===== src/include/mul_settings.svh =====
`ifndef MUL_SETTINGS_SVH
`define MUL_SETTINGS_SVH

// operand width, one word
`define MUL_OPERAND_WIDTH 32

// full product, two words
`define MUL_PRODUCT_WIDTH 64

// 3:2 levels needed to take 32 rows down to 2
// 32 22 15 10 7 5 4 3 2
`define MUL_CSA_LEVELS 8

`endif


===== src/logic/mul_pkg.sv =====
`include "mul_settings.svh"

package mul_pkg;

    localparam int OPERAND_WIDTH = `MUL_OPERAND_WIDTH;
    localparam int PRODUCT_WIDTH = `MUL_PRODUCT_WIDTH;
    localparam int CSA_LEVELS    = `MUL_CSA_LEVELS;

    typedef logic [OPERAND_WIDTH-1:0] operand_t;

    // partial-product row, also used for the sum and carry rows
    typedef logic [PRODUCT_WIDTH-1:0] row_t;

    // one row per multiplier bit
    typedef row_t pp_rows_t [OPERAND_WIDTH];

    typedef struct packed
    {
        operand_t hi;
        operand_t lo;
    } product_halves_t;

    // same 64 bits, seen either whole or as hi/lo words
    typedef union packed
    {
        logic [PRODUCT_WIDTH-1:0] full;
        product_halves_t          halves;
    } product_t;

    // every complete group of three rows becomes two, the rest pass through
    function automatic int rows_after_level(int level);
        int rows;
        rows = OPERAND_WIDTH;
        for (int i = 0; i < level; i++)
        begin
            rows = (rows / 3) * 2 + rows % 3;
        end
        return rows;
    endfunction

endpackage


===== src/logic/csa_tree.sv =====
`timescale 1ns/1ns

module csa_tree
    import mul_pkg::*;
(
    input  logic     clk,
    input  logic     reset,
    input  pp_rows_t pp_rows,
    input  logic     pp_valid,
    output row_t     sum_row,
    output row_t     carry_row,
    output logic     csa_valid
);

    // stage[0] holds the incoming rows, stage[l+1] the output of level l
    // entries above the live row count of a level are tied low
    wire row_t stage [0:CSA_LEVELS][0:OPERAND_WIDTH-1];

    genvar l;
    genvar r;
    genvar t;

    generate
        if (rows_after_level(CSA_LEVELS) != 2)
        begin : g_depth_check
            $error("CSA level count does not reduce the rows to two");
        end

        for (r = 0; r < OPERAND_WIDTH; r++)
        begin : g_in
            assign stage[0][r] = pp_rows[r];
        end

        for (l = 0; l < CSA_LEVELS; l++)
        begin : g_level
            localparam int N_IN    = rows_after_level(l);
            localparam int N_OUT   = rows_after_level(l + 1);
            localparam int TRIPLES = N_IN / 3;

            // word-wide full adders, one per triple of rows
            for (t = 0; t < TRIPLES; t++)
            begin : g_csa
                wire row_t x = stage[l][3*t];
                wire row_t y = stage[l][3*t+1];
                wire row_t z = stage[l][3*t+2];

                assign stage[l+1][2*t]   = x ^ y ^ z;
                // majority is the carry into the next column up
                assign stage[l+1][2*t+1] = ((x & y) | (x & z) | (y & z)) << 1;
            end

            // leftover one or two rows go straight through
            for (r = 3 * TRIPLES; r < N_IN; r++)
            begin : g_pass
                assign stage[l+1][r-TRIPLES] = stage[l][r];
            end

            for (r = N_OUT; r < OPERAND_WIDTH; r++)
            begin : g_unused
                assign stage[l+1][r] = '0;
            end
        end
    endgenerate

    always_ff @(posedge clk)
    begin
        if (pp_valid)
        begin
            sum_row   <= stage[CSA_LEVELS][0];
            carry_row <= stage[CSA_LEVELS][1];
        end
    end

    always_ff @(posedge clk)
    begin
        if (reset)
        begin
            csa_valid <= 1'b0;
        end
        else
        begin
            csa_valid <= pp_valid;
        end
    end

    // nothing in flight may survive a reset edge
    csa_valid_flushed: assert property (
        @(posedge clk)
        reset |=> !csa_valid ##1 !csa_valid
    )
    else
        $error("csa_valid high within two edges of reset");

endmodule


===== src/logic/final_adder.sv =====
`timescale 1ns/1ns

module final_adder
    import mul_pkg::*;
(
    input  logic     clk,
    input  logic     reset,
    input  row_t     sum_row,
    input  row_t     carry_row,
    input  logic     csa_valid,
    output operand_t hi,
    output operand_t lo,
    output logic     out_valid
);

    // one spare bit on top to catch a carry out
    logic [PRODUCT_WIDTH:0] total;
    product_t               product_q;

    assign total = {1'b0, sum_row} + {1'b0, carry_row};

    always_ff @(posedge clk)
    begin
        if (csa_valid)
        begin
            product_q.full <= total[PRODUCT_WIDTH-1:0];
        end
    end

    always_ff @(posedge clk)
    begin
        if (reset)
        begin
            out_valid <= 1'b0;
        end
        else
        begin
            out_valid <= csa_valid;
        end
    end

    assign hi = product_q.halves.hi;
    assign lo = product_q.halves.lo;

    // a 32x32 product always fits in 64 bits, so the tree must never
    // hand over a pair whose sum overflows
    no_carry_out: assert property (
        @(posedge clk) disable iff (reset)
        csa_valid |-> !total[PRODUCT_WIDTH]
    )
    else
        $error("sum and carry rows overflow the product width");

endmodule


===== src/logic/mul32_pipe.sv =====
`timescale 1ns/1ns

module mul32_pipe
    import mul_pkg::*;
(
    input  logic     clk,
    input  logic     reset,
    input  logic     in_valid,
    input  operand_t a,
    input  operand_t b,
    output logic     out_valid,
    output operand_t hi,
    output operand_t lo
);

    pp_rows_t pp_rows;
    logic     pp_valid;

    row_t     sum_row;
    row_t     carry_row;
    logic     csa_valid;

    // stage 1, AND array
    partial_product_gen pp_gen0 (
        .clk      (clk),
        .reset    (reset),
        .in_valid (in_valid),
        .a        (a),
        .b        (b),
        .pp_rows  (pp_rows),
        .pp_valid (pp_valid)
    );

    // stage 2, carry-save reduction
    csa_tree tree0 (
        .clk       (clk),
        .reset     (reset),
        .pp_rows   (pp_rows),
        .pp_valid  (pp_valid),
        .sum_row   (sum_row),
        .carry_row (carry_row),
        .csa_valid (csa_valid)
    );

    // stage 3, carry-propagate add
    final_adder add0 (
        .clk       (clk),
        .reset     (reset),
        .sum_row   (sum_row),
        .carry_row (carry_row),
        .csa_valid (csa_valid),
        .hi        (hi),
        .lo        (lo),
        .out_valid (out_valid)
    );

endmodule


===== src/logic/partial_product_gen.sv =====
`timescale 1ns/1ns

module partial_product_gen
    import mul_pkg::*;
(
    input  logic     clk,
    input  logic     reset,
    input  logic     in_valid,
    input  operand_t a,
    input  operand_t b,
    output pp_rows_t pp_rows,
    output logic     pp_valid
);

    pp_rows_t rows_next;

    // row j is a gated by b[j], moved up j places
    always_comb
    begin
        for (int j = 0; j < OPERAND_WIDTH; j++)
        begin
            rows_next[j] = row_t'(a & {OPERAND_WIDTH{b[j]}}) << j;
        end
    end

    // rows only load with a new operand pair
    always_ff @(posedge clk)
    begin
        if (in_valid)
        begin
            pp_rows <= rows_next;
        end
    end

    always_ff @(posedge clk)
    begin
        if (reset)
        begin
            pp_valid <= 1'b0;
        end
        else
        begin
            pp_valid <= in_valid;
        end
    end

    // an X strobe would corrupt every valid bit further down the pipe
    in_valid_known: assert property (
        @(posedge clk) disable iff (reset)
        !$isunknown(in_valid)
    )
    else
        $error("in_valid is unknown while out of reset");

endmodule


===== config.mk =====
export PLATFORM = sky130hd
export DESIGN_NAME = mul32_pipe
export DESIGN_NICKNAME = d
export VERILOG_FILES = /design/src/logic/mul_pkg.sv /design/src/logic/csa_tree.sv /design/src/logic/final_adder.sv /design/src/logic/mul32_pipe.sv /design/src/logic/partial_product_gen.sv
export VERILOG_INCLUDE_DIRS = /design/src /design/src/include
export SDC_FILE = /design/constraint.sdc
export NUM_CORES = 2
export LEC_CHECK = 0
export ABC_AREA = 1
export BUFFER_PORTS_ARGS = -buffer_cell sky130_fd_sc_hd__buf_2
export CORE_MARGIN = 2
export CORE_UTILIZATION = 35
export DETAILED_ROUTE_END_ITERATION = 8
export PLACE_DENSITY = 0.45
export SYNTH_ARGS = -nofsm -noshare
export SYNTH_HDL_FRONTEND = slang
export SYNTH_SLANG_ARGS = --single-unit

===== constraint.sdc =====
create_clock -name clk -period 5.62 [get_ports clk]
set_input_delay 0.281 -clock clk [delete_from_list [all_inputs] [get_ports clk]]
set_output_delay 0.281 -clock clk [all_outputs]
set_load 0.05 [all_outputs]

==> results by group <==
GRT
  • First-pass GRT wire length: 292 mm
  • GRT overflow: 0
  • Met2 Resource Use GR: 29.6%
  • GR Util met1: 26.6%
  • Largest net degree at the start of global routing: 165
  • All-Layer GR Usage: 18.4%
  • GR Layer Usage met3: 2.38%
  • Number of global-route vias before repair: 45.4k
  • Initial antenna violation count: 19
  • Most Crowded Layer GR: met2

Synth
  • Yosys top cell area share: 48.8%
  • Register bit count reported by yosys: 1209
  • Synthesized area: 74300 um^2
  • Syn_area_per_cell: 11.0 um^2
  • Post-synth cell types: 32
  • Post-synth EDFFs: 1206
  • Synth Flop Type: edfxtp_1
  • Synth top area cells: edfxtp_1, fa_1, inv_1, nand2_1, ha_1
  • Syn Inst Count: 6742
  • Synth area leader: edfxtp_1
  • Syn_nets: 7931
  • Asr flop ratio synth: 0%
  • Seq/Total Area, Yosys: 48.8%
  • Warnings, synthesis: 0

Floorplanning
  • DIE HEIGHT: 465 um
  • Area of the core: 211000 um^2
  • Full die area: 216000 um^2
  • # IOs: 132
  • Die width: 465 um
  • Initial Util: 35.1%
  • Standard-cell rows: 169

Worst setup path
  • R2R cell count: 14
  • Critical path buffers and inverters: 6
  • Worst reg-to-reg setup slack: 0.67 ns
  • Critical path's top delay family: adder cells
  • Largest fanout on the critical path: 1
  • Crit path largest cell delay: 0.55 ns
  • Critical Path Slowest Stage Cell: fa_1
  • R2r startpoint: pp_gen0.pp_rows[171]
  • Worst path most repeated cell: fa_1
  • Crit path DAT: 5.48 ns
  • CP startpoint: pp_gen0.pp_rows[171]
  • Worst path required time: 6.15 ns
  • CP Capture Type: flop
  • Cell Chain, Critical Path: fa_1, inv_1, fa_1, fa_1, inv_1, fa_1, inv_1, fa_1, inv_1, fa_1, inv_1, fa_1, inv_1, fa_1
  • Worst setup SP type: flop
  • CP Class: reg -> reg
  • FF-to-FF End: tree0.sum_row[43]

Clocking
  • H-tree Lvls: 4
  • Hold-fix buffers, CTS: 2
  • # Post-CTS Setup Buffers: 0
  • Total clock buffers created by CTS: 148
  • Clock Pin Slew Worst Setup and Hold Paths: 0.06 ns
  • Clk sinks: 1209
  • Root buffer cell: clkbuf_16
  • CTS resizes: 0
  • Clock Tree Buf Depth: 3
  • CTS tree: yes
  • Later-pin clock latency in the skew report: 0.81 ns

Status
  • Outcome: completed

Timing
  • Final Hold Viols: 0
  • Final min period: 4.95 ns
  • RSZ-0062 raised after global routing: false
  • Slew @ Worst Pin: 1.18 ns
  • Max-slew violations: 0
  • Top achievable clock speed: 0.202 GHz
  • Final setup TNS: 0 ns
  • Final setup viols: 0
  • Max-Slew Margin vs Limit: 21.7%
  • Clock Skew: 0.0379 ns
  • Final period utilization: 88.1%

Hold path
  • Hold Path Depth: 4
  • Worst Hold Class: in -> reg
  • Min-delay src: b[10]
  • Hold Crit Endpoint: pp_gen0.pp_rows[1385]

Flow run
  • Max Cap Violations: 0

Placed design
  • Post-DP HPWL: 135 mm
  • I/O Buffers: 131
  • Routability cong.: 0.843
  • Placed Area: 78400 um^2

Route
  • Final ANT Viol Nets: 0
  • Via density: 4.28
  • DRC errors left: 0
  • Initial DRC count: 3479
  • Drt wl/cell: 19.6 um
  • Post-Route WL: 193 mm
  • Routed via count: 42.1k
  • First-pass DRT Iterations: 7

Final layout
  • Final nets: 8093
  • Post-route design area: 83100 um^2
  • Area Overhead vs Synth: 11.9%
  • # fillers: 20.6k
  • Ratio of cells with drive above 1 in the final layout: 6.75%
[routing by layer]
| layer | share of wire, % | routed length [um] |
|---|---|---|
| met3 | 4.7 | 9060 |
| met4 | 1.8 | 3410 |
| met2 | 46 | 89500 |
| met5 | 0.0067 | 13 |
| met1 | 47 | 91400 |
[how the worst max path moves through the flow]
| stage | end | slack (ns) | cells past startpoint |
|---|---|---|---|
| after floorplan | tree0.sum_row[43] | 0.84 | 14 |
| after global placement | tree0.sum_row[43] | 0.64 | 14 |
| after detailed placement | tree0.sum_row[43] | 0.63 | 14 |
| after CTS | tree0.sum_row[43] | 0.63 | 14 |
| after global routing | tree0.sum_row[44] | 0.48 | 14 |
| final | tree0.sum_row[43] | 0.67 | 14 |
[state kept, by name, summed over array words and instances (netlist names)]
name / flops
pp_gen0.pp_rows: 1024
add0.product_q: 64
pp_gen0.pp_valid: 1
add0.out_valid: 1
tree0.csa_valid: 1
tree0.carry_row: 55
tree0.sum_row: 63
[Yosys cell counts, types with 2 or more instances]
cell / count
inv_1: 2449
nand2_1: 1472
edfxtp_1: 1206
fa_1: 908
ha_1: 214
clkbuf_1: 192
nor2_1: 84
nand3_1: 49
a21oi_1: 32
xor2_1: 26
nand2_2: 14
nand4_1: 14
nor2_2: 13
inv_2: 10
nand3_2: 9
nor2_4: 9
and2_1: 5
nor3_1: 5
nor3_2: 5
xnor2_1: 4
and3_1: 3
dfxtp_1: 3
a21o_1: 2
nand3b_1: 2
o21a_1: 2
o21ai_0: 2
o21ai_1: 2
o21bai_1: 2
[kinds of logic (layout without fill, tap and decap cells)]
family	count (synthesis)	after routing	share of synthesized area [%]
adder cells (fa/ha/maj)	1122	1122	28.1
AND/OR/NAND/NOR	1687	1687	9.01
other	0	4	0
XOR/XNOR	30	30	0.354
AO/OA/AOI/OAI	43	43	0.313
flip-flops	1209	1209	48.8
buffers and inverters	2651	2931	13.4
[layout make-up]
| type | instances | area [um^2] | share of cell area [%] |
|---|---|---|---|
| Antenna cell | 4 | 10.0 | 0.0120 |
| Sequential cell | 1209 | 36300 | 43.7 |
| Timing Repair Buffer | 204 | 1290 | 1.56 |
| Clock buffer | 180 | 3910 | 4.70 |
| Clock inverter | 88 | 806 | 0.970 |
| Multi-Input combinational cell | 2882 | 28000 | 33.7 |
| Inverter | 2459 | 9230 | 11.1 |
| Tap cell | 2821 | 3530 | 4.25 |
[layout by cell type (no fill, tap or decap), types with 6 or more instances in the layout]
cell type	Yosys	final
nand3_1	49	49
nor2_4	9	9
clkinv_1	0	31
inv_2	10	10
clkbuf_1	192	28
inv_1	2449	2449
nor2_1	84	84
clkinv_2	0	27
nor2_2	13	13
edfxtp_1	1206	1206
buf_12	0	6
xor2_1	26	26
clkbuf_16	0	152
buf_4	0	65
nand3_2	9	9
buf_2	0	130
ha_1	214	214
bufinv_16	0	12
nand2_2	14	14
a21oi_1	32	32
nand2_1	1472	1472
nand4_1	14	14
fa_1	908	908
[worst register-to-register path, delay by kind of cell, from the launching register on]
kind | cells | cell delay [ns]
buffers and inverters | 6 | 0.32
flip-flops | 1 | 0.40
adder cells (fa/ha/maj) | 8 | 3.97
[through the flow]
| step | utilization [%] | hold slack (ns) | cells | setup WS (ns) |
|---|---|---|---|---|
| floorplan | - | 0.352 | 6742 | 0.836 |
| finish | 39.3 | 0.162 | 9847 | 0.670 |
| global placement | 37.1 | 0.413 | 9573 | 0.642 |
| CTS | 39.3 | 0.119 | 9843 | 0.627 |
| detailed placement | 37.1 | 0.412 | 9573 | 0.635 |
| global route | 39.3 | 0.161 | 9844 | 0.484 |
Power is not shown: default switching activity piles up to over one toggle a cycle in this logic, so the estimate is an artifact.
